**src/noc_defines.svh**
```systemverilog
`ifndef NOC_DEFINES_SVH
`define NOC_DEFINES_SVH

// mesh dimensions, columns by rows
`define MESH_NX 4
`define MESH_NY 4

// address field widths, derived from mesh size
`define MESH_XW $clog2(`MESH_NX)  // x address bits
`define MESH_YW $clog2(`MESH_NY)  // y address bits

// a mesh router always has local plus four neighbours
`define MESH_PORTS 5

`endif

```
**src/routing_pkg.sv**
```systemverilog
`default_nettype none

`include "noc_defines.svh"

package routing_pkg;

    // router port index, also the bit position in port_set_t
    typedef enum logic [2:0] {
        LOCAL = 3'd0,
        EAST  = 3'd1,
        NORTH = 3'd2,  // towards smaller y
        WEST  = 3'd3,
        SOUTH = 3'd4   // towards larger y
    } port_e;

    // run-time routing algorithm select
    typedef enum logic [2:0] {
        XY             = 3'd0,  // deterministic, x first
        WEST_FIRST     = 3'd1,
        NORTH_LAST     = 3'd2,
        NEGATIVE_FIRST = 3'd3,
        DUATO          = 3'd4,  // fully adaptive minimal
        ODD_EVEN       = 3'd5
    } route_mode_e;

    // one allow bit per output port
    typedef logic [`MESH_PORTS-1:0] port_set_t;

    // 4-bit destination code as seen by the port allocator
    typedef struct packed {
        logic dx;     // destination lies east
        logic dy;     // destination lies north
        logic use_x;  // an x port is allowed
        logic use_y;  // a y port is allowed
    } dest_code_t;

endpackage

`default_nettype wire

```
**src/mesh_dir_if.sv**
```systemverilog
`default_nettype none

// direction flags from the shared address comparator
interface mesh_dir_if;
    logic x_plus;  // dest east of current
    logic x_min;   // dest west of current
    logic y_plus;  // dest south
    logic y_min;   // dest north
    logic same_x;
    logic same_y;

    modport producer (
        output x_plus, x_min, y_plus, y_min, same_x, same_y
    );

    modport consumer (
        input x_plus, x_min, y_plus, y_min, same_x, same_y
    );
endinterface

`default_nettype wire

```
**src/mesh_dir.sv**
```systemverilog
`default_nettype none

`include "noc_defines.svh"

// unsigned compare of current vs destination address, per dimension
module mesh_dir (
    input  logic [`MESH_XW-1:0] current_x,
    input  logic [`MESH_YW-1:0] current_y,
    input  logic [`MESH_XW-1:0] dest_x,
    input  logic [`MESH_YW-1:0] dest_y,
    mesh_dir_if.producer        dir
);

    // x dimension
    assign dir.x_plus = (dest_x > current_x);   // go east
    assign dir.x_min  = (dest_x < current_x);   // go west
    assign dir.same_x = (dest_x == current_x);

    // y dimension, north is the smaller y
    assign dir.y_plus = (dest_y > current_y);   // go south
    assign dir.y_min  = (dest_y < current_y);   // go north
    assign dir.same_y = (dest_y == current_y);

endmodule

`default_nettype wire

```
**src/turn_model_select.sv**
```systemverilog
`default_nettype none

// allowed output ports for XY and the turn-model / Duato algorithms
module turn_model_select (
    input  routing_pkg::route_mode_e mode,
    mesh_dir_if.consumer             dir,
    output routing_pkg::port_set_t   allowed
);
    import routing_pkg::*;

    port_e x_port;  // productive port in x
    port_e y_port;  // productive port in y

    assign x_port = dir.x_min ? WEST : EAST;
    assign y_port = dir.y_min ? NORTH : SOUTH;

    always_comb begin
        allowed = '0;
        if (dir.same_x && dir.same_y) begin
            allowed[LOCAL] = 1'b1;  // arrived
        end else if (dir.same_y) begin
            allowed[x_port] = 1'b1;  // straight along the row
        end else if (dir.same_x) begin
            allowed[y_port] = 1'b1;  // straight along the column
        end else begin
            // diagonal destination, turn restrictions apply
            case (mode)
                WEST_FIRST: begin
                    // all west hops first, adaptive once heading east
                    allowed[x_port] = 1'b1;
                    if (dir.x_plus) begin
                        allowed[y_port] = 1'b1;
                    end
                end
                NORTH_LAST: begin
                    allowed[x_port] = 1'b1;
                    allowed[SOUTH]  = dir.y_plus;  // north only at the end
                end
                NEGATIVE_FIRST: begin
                    if (dir.x_min) begin
                        allowed[WEST]  = 1'b1;
                        allowed[SOUTH] = dir.y_plus;
                    end else if (dir.y_min) begin
                        allowed[EAST]  = 1'b1;  // both hops positive
                        allowed[NORTH] = 1'b1;
                    end else begin
                        allowed[SOUTH] = 1'b1;  // no east-to-south turn
                    end
                end
                DUATO: begin
                    // fully adaptive minimal, either dimension
                    allowed[x_port] = 1'b1;
                    allowed[y_port] = 1'b1;
                end
                default: begin
                    // XY; odd-even result is taken from its own selector
                    allowed[x_port] = 1'b1;
                end
            endcase
        end
    end

endmodule

`default_nettype wire

```
**src/odd_even_select.sv**
```systemverilog
`default_nettype none

`include "noc_defines.svh"

// odd-even turn model, router-side variant so column parity always applies
module odd_even_select (
    input  logic [`MESH_XW-1:0]    current_x,
    input  logic [`MESH_XW-1:0]    dest_x,
    mesh_dir_if.consumer           dir,
    output routing_pkg::port_set_t allowed
);
    import routing_pkg::*;

    logic [`MESH_XW-1:0] x_dist;  // only meaningful when east-bound
    port_e               y_port;

    assign x_dist = dest_x - current_x;
    assign y_port = dir.y_min ? NORTH : SOUTH;

    always_comb begin
        allowed = '0;
        if (dir.same_x && dir.same_y) begin
            allowed[LOCAL] = 1'b1;
        end else if (dir.same_y) begin
            allowed[dir.x_min ? WEST : EAST] = 1'b1;
        end else if (dir.same_x) begin
            allowed[y_port] = 1'b1;
        end else if (dir.x_plus) begin
            // east-bound: y turns only out of odd columns
            if (current_x[0]) begin
                allowed[y_port] = 1'b1;
            end
            // keep east unless it would land one hop short in an even column
            if (dest_x[0] || (x_dist != `MESH_XW'(1))) begin
                allowed[EAST] = 1'b1;
            end
        end else begin
            // west-bound, y turn allowed from even columns
            allowed[WEST] = 1'b1;
            if (!current_x[0]) begin
                allowed[y_port] = 1'b1;
            end
        end
    end

endmodule

`default_nettype wire

```
**src/mesh_route_stage.sv**
```systemverilog
`default_nettype none

`include "noc_defines.svh"

// registered route computation, one header in, one code out a cycle later
module mesh_route_stage (
    input  logic                clk,
    input  logic                rst_n,
    input  logic                hdr_valid,   // one-cycle header strobe
    input  logic [2:0]          route_mode,
    input  logic [`MESH_XW-1:0] current_x,
    input  logic [`MESH_YW-1:0] current_y,
    input  logic [`MESH_XW-1:0] dest_x,
    input  logic [`MESH_YW-1:0] dest_y,
    output logic                route_valid, // answers hdr_valid
    output logic [3:0]          dest_code    // {dx, dy, use_x, use_y}
);
    import routing_pkg::*;

    route_mode_e mode;
    port_set_t   turn_allowed;  // XY / turn-model / Duato set
    port_set_t   oe_allowed;    // odd-even set
    port_set_t   sel_allowed;
    dest_code_t  next_code;

    assign mode = route_mode_e'(route_mode);

    mesh_dir_if dir_bus ();

    // single comparator shared by all algorithms
    mesh_dir u_dir (
        .current_x (current_x),
        .current_y (current_y),
        .dest_x    (dest_x),
        .dest_y    (dest_y),
        .dir       (dir_bus)
    );

    turn_model_select u_turn (
        .mode    (mode),
        .dir     (dir_bus),
        .allowed (turn_allowed)
    );

    odd_even_select u_odd_even (
        .current_x (current_x),
        .dest_x    (dest_x),
        .dir       (dir_bus),
        .allowed   (oe_allowed)
    );

    // mode steering
    assign sel_allowed = (mode == ODD_EVEN) ? oe_allowed : turn_allowed;

    // pack the code, both allow bits low means local
    always_comb begin
        next_code.dx    = dir_bus.x_plus;
        next_code.dy    = dir_bus.y_min;   // north is smaller y
        next_code.use_x = sel_allowed[EAST] | sel_allowed[WEST];
        next_code.use_y = sel_allowed[NORTH] | sel_allowed[SOUTH];
    end

    // output register, code holds between headers
    always_ff @(posedge clk or negedge rst_n) begin
        if (!rst_n) begin
            route_valid <= 1'b0;
            dest_code   <= '0;
        end else begin
            route_valid <= hdr_valid;  // single-cycle pulse
            if (hdr_valid) begin
                dest_code <= next_code;
            end
        end
    end

endmodule

`default_nettype wire

```
**config.mk**
```make
export PLATFORM = sky130hd
export DESIGN_NAME = mesh_route_stage
export DESIGN_NICKNAME = d
export VERILOG_FILES = /design/src/routing_pkg.sv /design/src/mesh_dir_if.sv /design/src/mesh_dir.sv /design/src/turn_model_select.sv /design/src/odd_even_select.sv /design/src/mesh_route_stage.sv
export VERILOG_INCLUDE_DIRS = /design/src /design/src/src
export SDC_FILE = /design/constraint.sdc
export NUM_CORES = 1
export LEC_CHECK = 0
export BUFFER_PORTS_ARGS = -buffer_cell sky130_fd_sc_hd__buf_2
export CAP_MARGIN = 30
export CORE_AREA = 2 2 39 41
export DETAILED_ROUTE_END_ITERATION = 6
export DIE_AREA = 0 0 41 43
export SYNTH_ARGS = -nofsm -noshare
export SYNTH_HDL_FRONTEND = slang
export SYNTH_SLANG_ARGS = --single-unit
```
**constraint.sdc**
```tcl
create_clock -name clk -period 1.8 [get_ports clk]
set_clock_uncertainty 0.2 [all_clocks]
set_input_delay 0 -clock clk [delete_from_list [all_inputs] [get_ports clk]]
set_output_delay 0 -clock clk [all_outputs]
set_load 0.05 [all_outputs]
```
# --- After elaboration in Yosys (flattened, before gate mapping) ---
# Cells that the tools add are included.
totals:
  output_inout_bits: 5
  input_bits: 14
  reg_bits: 5
  word_cells: 53
op_classes:
  n_eq_ne: 8
  reduce_logical: 4
  add_sub_neg: 1
  order_cmp: 8
  n_mux: 27
  n_bitwise: 3
ops:
  columns: ["cell", "count"]
  rows:
  - ["$mux 5", 9]
  - ["$pmux 4 s4", 1]
  - ["$lt 3x4->1 const B", 2]
  - ["$mux 1", 8]
  - ["$mux 4", 2]
  - ["$demux 1 s3", 2]
  - ["$eq 3x2->1 const B", 2]
  - ["$eq 3x3->1 const B", 2]
  - ["$ge 3x1->1 const B", 2]
  - ["$mux 2", 3]
  - ["$or 5x5->5", 1]
  - ["$eq 2x2->1", 2]
  - ["$gt 2x2->1", 2]
  - ["$lt 2x2->1", 2]
  - ["$eq 3x1->1 const B", 1]
  - ["$logic_and 1x1->1", 3]
  - ["$mux 3", 1]
  - ["$pmux 1 s3", 1]
  - ["$ne 2x1->1 const B", 1]
  - ["$or 1x1->1", 2]
  - ["$sub 2x2->2", 1]
  - ["$logic_or 1x1->1", 1]

# --- Logic depth before layout (Yosys ltp) ---
depth:
  ltp_word: 14
  ltp_mapped: 8
  depth_no_buf: 8

# --- Hierarchy ---
# A second synthesis with hierarchy kept.
unflattened:
  cells_unflattened: 63
  area_unflattened_um2: 545.5
modules_own_cells:
  columns: ["mod", "area_each_um2", "seq_area_each_um2", "n_inst", "cells_each"]
  rows:
  - ["mesh_route_stage", 212.7, 125.1, 1, 16]
  - ["mesh_dir", 125.1, 0.0, 1, 18]
  - ["turn_model_select", 110.1, 0.0, 1, 15]
  - ["odd_even_select", 97.6, 0.0, 1, 14]

# --- Worst setup path after synthesis ---
# Ideal clock, no wire load.
synth_path:
  path_type: "input port to flip-flop"
  from: "input port dest_x[0]"
  to: "register dest_code[1]"
  path_buffers: 0
  setup_time_ns: 0.127
  required_time_ns: 1.473
  slack_ns: 0.199
  arrival_time_ns: 1.274
  path_stages: 8
  path_cell_list: "inv_1 -> ha_1 -> inv_1 -> fa_1 -> nor4b_2 -> nand2_1 -> a221oi_2 -> a21oi_1"
synth_via:
  elab_chain_len: 14
  elab_cells_between_ends: 28
  classes_between: "1 x add/sub; 4 x order compare; 2 x eq/ne; 16 x mux; 2 x bitwise; 3 x reduce/logical"
synth_rtl:
  columns: ["item", "line", "rtl"]
  rows:
  - ["start: declaration", "mesh_route_stage.sv:13", "input logic [`MESH_XW-1:0] dest_x,"]
  - ["$lt 2x2->1", "mesh_dir.sv:16", "assign dir.x_min = (dest_x < current_x);"]
  - ["$mux 2", "turn_model_select.sv:14, odd_even_select.sv:25", null]
  - ["$lt 3x4->1 (not written as such) or $ge 3x1->1 (tied branches)", null, null]
  - ["$logic_and 1x1->1 (not written as such)", null, null]
  - ["$mux 1", null, null]
  - ["$demux 1 s3", null, null]
  - ["$or 5x5->5 (no line)", null, null]
  - ["$mux 5", "turn_model_select.sv:31", "if (dir.x_plus) begin"]
  - ["$pmux 4 s4", "turn_model_select.sv:27", "case (mode)"]
  - ["$mux 5", "turn_model_select.sv:23", "end else if (dir.same_x) begin"]
  - ["$mux 5", "turn_model_select.sv:21", "end else if (dir.same_y) begin"]
  - ["$mux 4", "turn_model_select.sv:19", "if (dir.same_x && dir.same_y) begin"]
  - ["$mux 5 (*)", "mesh_route_stage.sv:53", "assign sel_allowed = (mode == ODD_EVEN) ? oe_allowed : turn_allowed;"]
  - ["$or 1x1->1 (*)", "mesh_route_stage.sv:59", "next_code.use_x = sel_allowed[EAST] | sel_allowed[WEST];"]
  - ["end signal: assignment", "mesh_route_stage.sv:71", "dest_code <= next_code;"]
  - ["end: declaration", "mesh_route_stage.sv:16", "output logic [3:0] dest_code"]
# Mark *: on every way between the ends. The rest lies on a longest branch, timed or not.
# A chain may end at the register's enable or synchronous reset.

# --- Final worst setup path ---
layout_path:
  from: "input port dest_x[0]"
  to: "register dest_code[0]"
layout_via:
  elab_chain_len: 14
  elab_cells_between_ends: 24
  classes_between: "4 x order compare; 1 x eq/ne; 15 x mux; 2 x bitwise; 2 x reduce/logical"
layout_rtl:
  columns: ["item", "line", "rtl"]
  rows:
  - ["$lt 2x2->1", "mesh_dir.sv:16", null]
  - ["$mux 2", "turn_model_select.sv:14, odd_even_select.sv:25", null]
  - ["$lt 3x4->1 (not written as such) or $ge 3x1->1 (tied branches)", null, null]
  - ["$logic_and 1x1->1 (not written as such)", null, null]
  - ["$mux 1", null, null]
  - ["$demux 1 s3", null, null]
  - ["$or 5x5->5 (no line)", null, null]
  - ["$mux 5", "turn_model_select.sv:31", null]
  - ["$pmux 4 s4", "turn_model_select.sv:27", null]
  - ["$mux 5", "turn_model_select.sv:23", null]
  - ["$mux 5", "turn_model_select.sv:21", null]
  - ["$mux 4", "turn_model_select.sv:19", null]
  - ["$mux 5 (*)", "mesh_route_stage.sv:53", null]
  - ["$or 1x1->1 (*)", "mesh_route_stage.sv:60", "next_code.use_y = sel_allowed[NORTH] | sel_allowed[SOUTH];"]
# Marks and branches as above.

==> results.sh <==
export IMPL_status="finished, final reports clean"
export IMPL_crit_type="in2reg"
export IMPL_ys_seq_area_share_pct=34.8
export IMPL_grt_pass1_vias=307
export IMPL_rows=14
export IMPL_grt_max_degree=9
export IMPL_seqCellArea_um2=125
export IMPL_syn_area_um2=359
export IMPL_dpl_hpwl_um=619
export IMPL_cts_buffer_depth=2
export IMPL_avgSynthCellArea_um2=8.98
export IMPL_grt_pass1_wl_um=1140
export IMPL_cts_buffers=3
export IMPL_hp_class="in2reg"
export IMPL_ant_nets=0
export IMPL_async_reset_ff_share_pct=100
export IMPL_io_pins=19
export IMPL_setup_tns_ns=0
export IMPL_peakVddDrop_v=0.000288
export IMPL_cp_arrival_ns=1.62
export IMPL_post_cts_buffers=0
export IMPL_slew_headroom_pct=82.3
export IMPL_setup_viol=0
export IMPL_h_tree_depth=1
export IMPL_syn_to_final_growth_pct=63.8
export IMPL_yosys_top_cells_count="8 x inv_1, 5 x dfrtp_1, 5 x nand2_1, 4 x ha_1, 4 x o21ai_0"
export IMPL_via_per_inst=4.37
export IMPL_drive_above_1_share_pct=33.8
export IMPL_num_nets_final=91
export IMPL_synth_fa_ha_area_share_pct=19.5
export IMPL_synthDistinctLibCells=15
export IMPL_synth_top_area_share_pct=34.8
export IMPL_use_met3_pct=1.57
export IMPL_antenna_found_initial=0
export IMPL_overflow=0
export IMPL_routed_wl_um=791
export IMPL_synth_simple_area_share_pct=19.2
export IMPL_synth_edf_count=0
export IMPL_min_period_over_period_pct=92.1
export IMPL_tritoncts="yes"
export IMPL_ys_flop_type="dfrtp_1"
export IMPL_ys_ff_latch=5
export IMPL_drtPass1Iterations=4
export IMPL_synth_cells=40
export IMPL_vias=380
export IMPL_grt_use_met1_pct=11.4
export IMPL_cts_clk_slew_worst_paths_ns=0.05
export IMPL_drc=0
export IMPL_rsz0062_at_grt="no"
export IMPL_fp_coreArea_um2=1380
export IMPL_gp_congestion=0.714
export IMPL_num_antenna_cells=0
export IMPL_use_met2_pct=14.7
export IMPL_start_util_pct=25.9
export IMPL_dp_cells=74
export IMPL_muxShareOfSynthArea_pct=0
export IMPL_synth_area_leaders="dfrtp_1 35%, ha_1 14%, inv_1 8.4%"
export IMPL_drtIter0Drc=2
export IMPL_fmax_ghz=0.603
export IMPL_p_total_uw=417
export IMPL_drv_slew=0
export IMPL_multiInputGateArea_um2=206
export IMPL_grt_usage_pct=9.49
export IMPL_synth_compound_area_share_pct=18.1
export IMPL_p_leak_uw=0.000293
export IMPL_max_cap_violations=0
export IMPL_layout_min_cycle_time_ns=1.66
export IMPL_critPathMaxFanout=4
export IMPL_top_usage_layer="met2"
export IMPL_critPathRequiredTime_ns=1.77
export IMPL_io_buffers=18
export IMPL_yosysMostFrequentCell="inv_1"
export IMPL_dieHeight_um=43
export IMPL_clk_latency_ns=0.24
export IMPL_synth_top_family_by_area="adder cells"
export IMPL_die_area_um2=1760
export IMPL_wire_per_inst_um=9.09
export IMPL_synth_top_area_cell="dfrtp_1"
export IMPL_worst_pin_slew_ns=0.263
export IMPL_hold_violations=0
export IMPL_clock_sinks=5
export IMPL_yosysWarnings=0
export IMPL_critPathLaunchType="primary input"
export IMPL_crit_path_end_kind="flip-flop"
export IMPL_synth_xor_area_share_pct=0
export IMPL_synth_fp_nets=59
export IMPL_fillers=139
export IMPL_dieWidth_um=41
export IMPL_power_density_nw_per_um2=709
export IMPL_cts_root_buf="clkbuf_4"
export IMPL_final_cells=87
[layout by cell type, fill, tap and decap left out]
cell	netlist	final
buf_2	0	18
dlygate4sd3_1	0	9
inv_1	8	8
nand2_1	5	5
dfrtp_1	5	5
ha_1	4	4
nand3_1	3	3
o21ai_0	4	3
clkbuf_4	0	3
nor2b_1	2	2
o21ai_1	1	2
a31oi_1	2	2
nor4b_2	1	1
a221oi_2	1	1
a21oi_1	1	1
nand3b_1	1	1
o31ai_1	1	1
fa_2	0	1
clkbuf_1	0	1
[timing repair]
action / CTS / global route
hold buffers: 9 / 0
gates resized for setup: 0 / 2
setup endpoints to repair: 0 / 1
endpoints found under the hold margin: 10 / 0
[worst max-delay path, cell delays in order]
cell	delay [ns]
buf_2	0.09
inv_1	0.05
ha_1	0.13
inv_1	0.05
fa_2	0.37
o21ai_1	0.14
nand3b_1	0.08
dlygate4sd3_1	0.55
a31oi_1	0.16
[power by group]
group | internal (uW) | switching [uW]
combinational | 56.3 | 96.3
sequential | 127 | 6.40
clock | 83.9 | 47.4
total | 267 | 150
[metal layers]
metal,vias to the layer above,routed length [um],share of wire [%]
met5,-,0,0
met4,0,10,1.3
met3,2,68,8.6
met2,18,326,41
met1,161,385,49
li1,199,-,-
[flip-flops by register name, summed over array words and instances, names as in the netlist]
| signal | flops |
|---|---|
| dest_code | 4 |
| route_valid | 1 |
[stage by stage]
step / setup WS [ns] / utilization, % / hold WS (ns) / instance area (um^2)
global route: 0.0379 / 42.5 / 0.0442 / 588
floorplan: 0.199 / - / -0.496 / 359
CTS: 0.0361 / 42.3 / 0.0120 / 586
global placement: 0.0558 / 33.9 / -0.383 / 469
finish: 0.142 / 42.5 / 0.0134 / 588
detailed placement: 0.0260 / 33.9 / -0.383 / 469
[path summary, 6_finish.rpt]
check / from / endpoint / slack [ns] / cells past startpoint
max in group asynchronous: rst_n / route_valid / 0.75 / 3
max: dest_x[0] / dest_code[0] / 0.14 / 9
min reg2reg: dest_code[2] / dest_code[2] / 0.31 / 2
max reg2reg: dest_code[0] / dest_code[0] / 0.90 / 2
min in group asynchronous: rst_n / dest_code[3] / 0.46 / 3
min: current_y[0] / dest_code[1] / 0.01 / 4
[cell type report]
cell class	count	share of cell area [%]
timing repair buffer	27	30.6
multi-input combinational	27	35.1
clock buffer	4	4.47
inverter	8	5.11
sequential	5	21.3
tap	16	3.40
[cell families (layout without fill, tap and decap cells)]
group / after synthesis / in the layout
adders and majority gates: 5 / 5
and+or+nand+nor: 12 / 12
buffers and inverters: 8 / 39
AOI/OAI and AO/OA: 10 / 10
DFF: 5 / 5
Note: power is estimated with default switching activity, not from simulation.
